## config.mk

```make
export PLATFORM = sky130hd
export DESIGN_NAME = vector_io_top
export DESIGN_NICKNAME = d
export VERILOG_FILES = /design/src/vector_io_pkg.sv /design/src/vector_io_top.sv /design/src/palette_lookup.sv /design/src/video_ctrl_regs.sv /design/src/ppi_mode0.sv /design/src/io_port_decoder.sv
export SDC_FILE = /design/constraint.sdc
export NUM_CORES = 1
export LEC_CHECK = 0
export BUFFER_PORTS_ARGS = -buffer_cell sky130_fd_sc_hd__buf_2
export CAP_MARGIN = 20
export CORE_ASPECT_RATIO = 0.5
export CORE_UTILIZATION = 50
export CTS_CLUSTER_DIAMETER = 40
export DETAILED_ROUTE_END_ITERATION = 7
export PLACE_DENSITY = 0.72
export SYNTH_ARGS = -nofsm -noshare
export SYNTH_HDL_FRONTEND = slang
export SYNTH_HIERARCHICAL = 1
export SYNTH_SLANG_ARGS = --single-unit
```

## constraint.sdc

```tcl
create_clock -name clk24 -period 2.5 [get_ports clk24]
set_clock_uncertainty 0.05 [all_clocks]
set_input_delay 0.75 -clock clk24 [delete_from_list [all_inputs] [get_ports clk24]]
set_output_delay 0.75 -clock clk24 [all_outputs]
set_load 0.03 [all_outputs]
```

## src/vector_io_pkg.sv

```systemverilog
`default_nettype none

package vector_io_pkg;

	//////////////////////////////////////////////////////////////////////
	// Plain vector types
	//////////////////////////////////////////////////////////////////////
	typedef logic [7:0] io_addr_t;		// 8080 port address
	typedef logic [7:0] io_data_t;		// Port data byte
	typedef logic [3:0] color_idx_t;	// Palette index
	typedef logic [7:0] color_t;		// BBGGGRRR palette entry
	typedef logic [3:0] chan_t;			// One DAC channel

	//////////////////////////////////////////////////////////////////////
	// Bundles
	//////////////////////////////////////////////////////////////////////

	// Wishbone classic request from the master
	typedef struct packed {
		logic		cyc;
		logic		stb;
		logic		we;
		io_addr_t	adr;
		io_data_t	dat;
	} wb_req_t;

	typedef struct packed {
		logic		ack;
		io_data_t	dat;	// Read data, valid with ack
	} wb_rsp_t;

	// PPI output latches
	typedef struct packed {
		io_data_t	pa;
		io_data_t	pb;
		io_data_t	pc;
	} ppi_out_t;

	// Keyboard side, active high
	typedef struct packed {
		io_data_t	rowbits;
		logic		shift;
		logic		ctrl;
		logic		rus;
	} kbd_in_t;

	typedef struct packed {
		io_data_t	scroll;			// Vertical scroll
		color_idx_t	border_idx;
		logic		mode512;		// 512 pixel mode
		color_idx_t	palette_addr;	// Entry written during retrace
	} vid_ctrl_t;

	typedef struct packed {
		chan_t	r;
		chan_t	g;
		chan_t	b;
	} rgb_t;

	// Bus slave states
	typedef enum logic {
		WB_IDLE,
		WB_ACK
	} wb_state_t;

endpackage

`default_nettype wire
```

## src/vector_io_top.sv

```systemverilog
`timescale 1ns/100ps
`default_nettype none

// I/O ports of the machine, bus slave down to RGB
module vector_io_top import vector_io_pkg::*; (
	input  wire logic		clk24,
	input  wire logic		mreset,
	input  wire wb_req_t	wb_req,
	output wb_rsp_t			wb_rsp,
	input  wire kbd_in_t	kbd,
	input  wire logic		retrace,
	input  wire color_idx_t	pix_idx,
	input  wire logic		border,
	input  wire logic		video_active,
	output vid_ctrl_t		ctrl,
	output io_data_t		kbd_rowselect,
	output rgb_t			rgb
);

	logic		ppi_wr;
	logic		ppi_rd;
	logic [1:0]	ppi_reg;
	io_data_t	wr_data;
	io_data_t	ppi_rdata;
	logic		pal_wr;
	ppi_out_t	ppi_ports;	// PA, PB, PC latches
	logic		palette_we;
	color_t		palette_val;

	//////////////////////////////////////////////////////////////////////
	// Bus side
	//////////////////////////////////////////////////////////////////////
	io_port_decoder decoder_i (
		.clk24, .mreset,
		.wb_req, .wb_rsp,
		.ppi_wr, .ppi_rd, .ppi_reg, .wr_data,
		.ppi_rdata,
		.pal_wr
	);

	ppi_mode0 ppi_i (
		.clk24, .mreset,
		.wr(ppi_wr), .rd(ppi_rd), .reg_sel(ppi_reg), .wdata(wr_data),
		.rdata(ppi_rdata),
		.kbd,
		.ports(ppi_ports)
	);

	//////////////////////////////////////////////////////////////////////
	// Video side
	//////////////////////////////////////////////////////////////////////
	video_ctrl_regs ctrl_regs_i (
		.clk24, .mreset, .retrace,
		.ports(ppi_ports),
		.pal_wr, .pal_data(wr_data),
		.ctrl, .kbd_rowselect,
		.palette_we, .palette_val
	);

	palette_lookup palette_i (
		.clk24, .mreset,
		.ctrl, .retrace,
		.palette_we, .palette_val,
		.pix_idx, .border, .video_active,
		.rgb
	);

endmodule

`default_nettype wire

```

## src/palette_lookup.sv

```systemverilog
`timescale 1ns/100ps
`default_nettype none

// 16 entry palette, index in, 4-4-4 RGB out two clocks later
module palette_lookup import vector_io_pkg::*; (
	input  wire logic		clk24,
	input  wire logic		mreset,
	input  wire vid_ctrl_t	ctrl,
	input  wire logic		retrace,
	input  wire logic		palette_we,
	input  wire color_t		palette_val,
	input  wire color_idx_t	pix_idx,
	input  wire logic		border,
	input  wire logic		video_active,
	output rgb_t			rgb
);

	color_t		pal_mem [16];	// BBGGGRRR entries
	color_idx_t	ram_adr;
	color_t		entry_q;		// Registered read
	logic		active_q;		// Matches read latency

	//////////////////////////////////////////////////////////////////////
	// Address select
	//////////////////////////////////////////////////////////////////////
	always_comb begin
		if (retrace || palette_we)
			ram_adr = ctrl.palette_addr;	// Host owns the RAM
		else if (border)
			ram_adr = ctrl.border_idx;
		else
			ram_adr = pix_idx;
	end

	// Single port RAM, read during write
	always_ff @(posedge clk24) begin
		if (palette_we)
			pal_mem[ram_adr] <= palette_val;
		entry_q <= pal_mem[ram_adr];
	end

	//////////////////////////////////////////////////////////////////////
	// DAC register
	//////////////////////////////////////////////////////////////////////
	always_ff @(posedge clk24) begin
		if (mreset)
			active_q <= 1'b0;
		else
			active_q <= video_active;
	end

	always_ff @(posedge clk24) begin
		if (mreset) begin
			rgb <= '0;
		end else if (!active_q) begin
			rgb <= '0;		// Blanked
		end else begin
			rgb.r <= {entry_q[2:0], 1'b0};
			rgb.g <= {entry_q[5:3], 1'b0};
			rgb.b <= {entry_q[7:6], 2'b00};	// Blue has two bits only
		end
	end

endmodule

`default_nettype wire

```

## src/video_ctrl_regs.sv

```systemverilog
`timescale 1ns/100ps
`default_nettype none

// PPI outputs split between video and keyboard by retrace
module video_ctrl_regs import vector_io_pkg::*; (
	input  wire logic		clk24,
	input  wire logic		mreset,
	input  wire logic		retrace,	// High during retrace
	input  wire ppi_out_t	ports,
	input  wire logic		pal_wr,
	input  wire io_data_t	pal_data,
	output vid_ctrl_t		ctrl,
	output io_data_t		kbd_rowselect,
	output logic			palette_we,
	output color_t			palette_val
);

	//////////////////////////////////////////////////////////////////////
	// Port A and B steering
	//////////////////////////////////////////////////////////////////////
	always_ff @(posedge clk24) begin
		if (mreset) begin
			ctrl <= '0;
			kbd_rowselect <= 8'hFF;		// No row selected
		end else if (retrace) begin
			// Keyboard scan and palette index during retrace
			kbd_rowselect <= ~ports.pa;
			ctrl.palette_addr <= ports.pb[3:0];
		end else begin
			ctrl.scroll <= ports.pa;
			ctrl.border_idx <= ports.pb[3:0];
			ctrl.mode512 <= ports.pb[4];
		end
	end

	//////////////////////////////////////////////////////////////////////
	// Palette value port
	//////////////////////////////////////////////////////////////////////

	// Byte held for the RAM write
	always_ff @(posedge clk24) begin
		if (pal_wr)
			palette_val <= pal_data;
	end

	always_ff @(posedge clk24) begin
		if (mreset)
			palette_we <= 1'b0;
		else
			palette_we <= pal_wr;	// One pulse per bus write
	end

	// Each bus write gives a single RAM write
	pal_we_single: assert property (@(posedge clk24) disable iff (mreset)
		palette_we |=> !palette_we);

endmodule

`default_nettype wire

```

## src/ppi_mode0.sv

```systemverilog
`timescale 1ns/100ps
`default_nettype none

// 8255 style port chip, basic input/output only
module ppi_mode0 import vector_io_pkg::*; (
	input  wire logic		clk24,
	input  wire logic		mreset,
	input  wire logic		wr,
	input  wire logic		rd,
	input  wire logic [1:0]	reg_sel,	// 0 A, 1 B, 2 C, 3 control
	input  wire io_data_t	wdata,
	output io_data_t		rdata,
	input  wire kbd_in_t	kbd,
	output ppi_out_t		ports
);

	localparam logic [1:0] REG_PA = 2'd0;
	localparam logic [1:0] REG_PB = 2'd1;
	localparam logic [1:0] REG_PC = 2'd2;
	localparam logic [1:0] REG_CW = 2'd3;

	// Direction, 1 is input
	logic		pa_in;
	logic		pb_in;
	logic		pcu_in;		// Port C bits 7..4
	logic		pcl_in;		// Port C bits 3..0
	io_data_t	pb_pins;
	io_data_t	pc_pins;
	io_data_t	rd_mux;

	//////////////////////////////////////////////////////////////////////
	// Control word and latches
	//////////////////////////////////////////////////////////////////////
	always_ff @(posedge clk24) begin
		if (mreset) begin
			pa_in <= 1'b1;		// All ports start as inputs
			pb_in <= 1'b1;
			pcu_in <= 1'b1;
			pcl_in <= 1'b1;
			ports <= '0;
		end else if (wr) begin
			case (reg_sel)
				REG_PA: ports.pa <= wdata;
				REG_PB: ports.pb <= wdata;
				REG_PC: ports.pc <= wdata;
				REG_CW: begin
					if (wdata[7]) begin
						// Mode set, latches go back to zero
						pa_in <= wdata[4];
						pcu_in <= wdata[3];
						pb_in <= wdata[1];
						pcl_in <= wdata[0];
						ports <= '0;
					end else begin
						ports.pc[wdata[3:1]] <= wdata[0];	// Bit set/reset
					end
				end
				default: ;
			endcase
		end
	end

	//////////////////////////////////////////////////////////////////////
	// Pin side
	//////////////////////////////////////////////////////////////////////

	// Keyboard matrix is active low on the pins
	assign pb_pins = ~kbd.rowbits;

	always_comb begin
		pc_pins[7] = ~kbd.rus;
		pc_pins[6] = ~kbd.ctrl;
		pc_pins[5] = ~kbd.shift;
		pc_pins[4] = 1'b0;		// Tape input
		pc_pins[3:0] = 4'hF;	// Lower half floats high
	end

	// Latch where output, pins where input
	always_comb begin
		case (reg_sel)
			REG_PA: rd_mux = pa_in ? 8'hFF : ports.pa;
			REG_PB: rd_mux = pb_in ? pb_pins : ports.pb;
			REG_PC: begin
				rd_mux[7:4] = pcu_in ? pc_pins[7:4] : ports.pc[7:4];
				rd_mux[3:0] = pcl_in ? pc_pins[3:0] : ports.pc[3:0];
			end
			default: rd_mux = 8'hFF;	// Control word not readable
		endcase
	end

	assign rdata = rd ? rd_mux : 8'h00;

endmodule

`default_nettype wire

```

## src/io_port_decoder.sv

```systemverilog
`timescale 1ns/100ps
`default_nettype none

// Port space is 000xxxYY, bits 4..2 pick the device
module io_port_decoder import vector_io_pkg::*; (
	input  wire logic		clk24,
	input  wire logic		mreset,
	input  wire wb_req_t	wb_req,
	output wb_rsp_t			wb_rsp,
	output logic			ppi_wr,		// One cycle, on the ack cycle
	output logic			ppi_rd,		// One cycle, when request is seen
	output logic [1:0]		ppi_reg,
	output io_data_t		wr_data,
	input  wire io_data_t	ppi_rdata,
	output logic			pal_wr
);

	localparam logic [2:0] DEV_PPI = 3'b000;	// Internal VV55
	localparam logic [2:0] DEV_PAL = 3'b011;	// Palette value out

	wb_state_t	state;
	io_data_t	rdata_q;	// Registered read data
	logic		req_seen;
	logic [2:0]	dev;

	assign req_seen = wb_req.cyc && wb_req.stb;
	assign dev = wb_req.adr[4:2];

	//////////////////////////////////////////////////////////////////////
	// Bus handshake
	//////////////////////////////////////////////////////////////////////
	always_ff @(posedge clk24) begin
		if (mreset) begin
			state <= WB_IDLE;
		end else begin
			case (state)
				WB_IDLE: if (req_seen) state <= WB_ACK;
				WB_ACK: state <= WB_IDLE;	// Always back to idle after ack
				default: state <= WB_IDLE;
			endcase
		end
	end

	// Read data is captured on the way into WB_ACK
	always_ff @(posedge clk24) begin
		if (state == WB_IDLE && req_seen && !wb_req.we) begin
			if (dev == DEV_PPI)
				rdata_q <= ppi_rdata;
			else
				rdata_q <= 8'hFF;	// Timer, disk, joystick etc. not here
		end
	end

	assign wb_rsp.ack = (state == WB_ACK);
	assign wb_rsp.dat = rdata_q;

	//////////////////////////////////////////////////////////////////////
	// Device strobes
	//////////////////////////////////////////////////////////////////////

	// Inverted low bits, so port 03 is A and 00 is control
	assign ppi_reg = ~wb_req.adr[1:0];
	assign wr_data = wb_req.dat;	// Master holds it until ack

	assign ppi_rd = (state == WB_IDLE) && req_seen && !wb_req.we
		&& (dev == DEV_PPI);

	// Writes land on the edge closing the ack cycle
	assign ppi_wr = (state == WB_ACK) && wb_req.we && (dev == DEV_PPI);
	assign pal_wr = (state == WB_ACK) && wb_req.we && (dev == DEV_PAL);

	// Ack only answers a request seen the cycle before
	ack_follows_req: assert property (@(posedge clk24) disable iff (mreset)
		wb_rsp.ack |-> $past(wb_req.cyc && wb_req.stb));

endmodule

`default_nettype wire

```

==> metrics.cfg <==
[route]
detail-route-antenna-nets=0
top_signal_layer_used=met4
route.detailed.wl_per_inst_um=19.0
dr.first_iter.drc_count=519
length_of_routed_met3_wiring_um=1380
drc_errors=0
route.vias.total=6301
postRouteWirelength_um=20900
firstDrtPassIters=5
amount_of_wire_on_met2_after_detailed_routing_um=10100
m1WireLength_um=9100
drt-vias-per-instance=5.71

[power]
peakVddDrop_mv=0.510
power.total_mw=7.51
power.density_mw_per_mm2=701
power.switching_fraction_pct=21.4
power_frac_seq_pct=50.6
cellLeakagePower_nw=4.05
power_switching_mw=1.61
power_report.internal_total_mw=5.91
clock_power_share_pct=43.9
combinationalPowerShare_pct=5.5

[critical_path]
setup.worst_path.end_class=flip-flop
critical_path.max_fanout=27
crit_chain=nor2_8 -> mux2_4 -> buf_12 -> a21oi_1 -> a221oi_1 -> a21oi_1 -> nand2_1
critPathSlowestCell=dfxtp_1
timing.setup.critical_path_class=reg -> reg
critPathArrivalTime_ns=2.59
timing.critical_path.from_type=flip-flop
required_ns=2.89
worst_path_most_repeated_cell=a21oi_1
timing.critical_path.slowest_cell_delay_ns=0.55

[clock_tree]
clk_latency_ns=0.49
post_cts_resize_count=0
cts_inserted_buffers=21
post-cts-setup-buffers=0
cts_tree=yes
hold_buffers=0
number_of_sinks_driven_by_the_clock_tree=216
cts.clk_slew.worst_paths_ns=0.06
cts_root_buffer=clkbuf_16
max-clock-path-buffers=3
cts.htree.levels=1

[sta]
grt_setup_unrepaired=no
finalHoldViolCount=0
finalWorstSetupSlack_ns=0.306
post-route-min-period_ns=2.19
timing_worst_slew_pin_value_ns=0.682
period_utilization_pct=87.7
slew_violations=0
report.final.setup_viol=0
slew-limit-headroom_pct=54.5
max_freq_mhz=456
hold_slack_ns=0.375

[min_path]
worst_hold_path_type=reg -> reg

[die]
fp.dieW_um=193
die_area_mm2=0.0188
floorplan.initialDensity_pct=51.8
core_mm2=0.0176
top_level_i_o_count=85
floorplan.rows=34
floorplan.die.height_um=97.4

[final_layout]
syn2layout_area_growth_pct=17.8
layout.cells.most_common_list=144 x edfxtp_1, 97 x nand2_1, 77 x buf_2
layout-drive-gt1-share_pct=22.8
final_util_pct=61.0
layout_commonest_cell=edfxtp_1
final_net_count=893
num_antenna_cells=0
filler_cell_count=1396

[synth]
yosys_register_bits=216
synth_enable_flop_cells=144
synth_top_cells_by_area=edfxtp_1 48%, dfxtp_1 16%, mux2i_1 4.8%, nand2_1 4.0%, a21oi_1 3.6%
synth_largest_type_area_fraction_pct=47.5
ys.flop_type=edfxtp_1
netlist_area_mm2=0.00910
synth_top_area_cell=edfxtp_1
synthesis.instances=751
async_flop_share_pct=0
syn_area_per_cell_um2=12.1
synth_cell_types=59
yosysSeqAreaShare_pct=63.4
synth_warnings=6

[global_route]
grt_pass1_vias=6102
overflow=0
number_of_antenna_violations_at_the_first_check_in_global_routing=0
largest_net_degree_at_the_start_of_global_routing=36
gr-usage-all-layers_pct=22.7
grt_pass1_wl_um=32800

[flow_run]
cap_viol_max_count=0

[placement]
place_ws_ns=-0.101
port_buffers=77
dpl.hpwl_um=13700
globalplace.congestion=0.872

[run_status]
outcome=complete, no violations

-- registers in the layout, summed over array words and instances (netlist names), 8 cells and up --
| name | cells |
|---|---|
| palette_i/entry_q | 8 |
| ctrl_regs_i/kbd_rowselect | 8 |
| ppi_i/ports | 24 |
| palette_i/pal_mem | 128 |
| ctrl_regs_i/ctrl | 17 |
| palette_i/rgb | 8 |
| decoder_i/rdata_q | 8 |
| ctrl_regs_i/palette_val | 8 |
-- layer usage --
layer  track usage, %  vias to the layer above
li1                 -                     2960
met1             31.0                     3096
met2             37.6                      214
met3             4.51                       31
met4             5.09                        0
met5                0                        -
-- area by class of cell --
type	instances	area [um2]	share of cell area, %
multi-input cells	464	2930	27.4
well taps	234	293	2.73
flip-flops and latches	216	5770	53.8
clock inverters	7	77.6	0.724
inverters	10	37.5	0.350
repair buffers	141	953	8.90
clock buffers	31	657	6.13
-- cells by family (layout without fill, tap and decap cells) --
family / Yosys count / in the layout / share of synthesized area, %
flops: 216 / 216 / 63.4
other cells: 1 / 4 / 0.0412
simple gates: 240 / 240 / 13.7
mux: 50 / 50 / 5.82
compound gates: 170 / 170 / 12.5
buf+inv: 74 / 189 / 4.63
-- power groups by stage --
stage	Clock, mW	Combinational, mW	Sequential, mW
floorplan	0	0.251	3.89
global placement	0	0.399	3.88
detailed placement	0	0.407	3.88
CTS	3.34	0.410	3.80
global route	3.50	0.444	3.80
finish	3.30	0.412	3.80
-- worst max-delay path: cells and delay by family (launching register included) --
| kind | cells | cell delay, ns |
|---|---|---|
| AOI/OAI and AO/OA | 3 | 0.68 |
| DFF | 1 | 0.55 |
| muxes | 1 | 0.43 |
| buffers and inverters | 1 | 0.23 |
| and+or+nand+nor | 2 | 0.17 |
-- metrics by stage --
stage               cells  cell area, um2  setup TNS, ns
floorplan             754            9110              0
global placement     1065            9980         -0.365
detailed placement   1065            9980         -0.509
CTS                  1103           10700              0
global route         1103           10700              0
finish               1103           10700              0
-- path summary, 6_finish.rpt --
kind                                                        start  cells past startpoint  slack, ns                           end
worst max-delay path            ctrl_regs_i/palette_we$_SDFF_PP0_                      7       0.31  palette_i/entry_q[3]$_DFF_P_
worst min-delay path                 palette_i/entry_q[2]$_DFF_P_                      1       0.37  palette_i/rgb[11]$_SDFF_PP0_
worst max register to register  ctrl_regs_i/palette_we$_SDFF_PP0_                      7       0.31  palette_i/entry_q[3]$_DFF_P_
worst min register to register       palette_i/entry_q[2]$_DFF_P_                      1       0.37  palette_i/rgb[11]$_SDFF_PP0_
-- Yosys cell counts, types with 7 or more instances --
library cell	count
nand2b_1	25
a31oi_1	8
and3_1	7
a32oi_1	16
a21o_1	12
nand3b_1	10
inv_1	10
buf_4	18
nor2_1	41
a21oi_1	66
mux2i_1	44
nor3_1	7
and2_1	8
nor2b_1	10
nand4b_1	8
nand2_1	97
edfxtp_1	144
a221oi_1	17
buf_2	22
o21ai_0	21
dfxtp_1	72
clkbuf_1	18
Note: power is estimated with default switching activity, not from simulation.
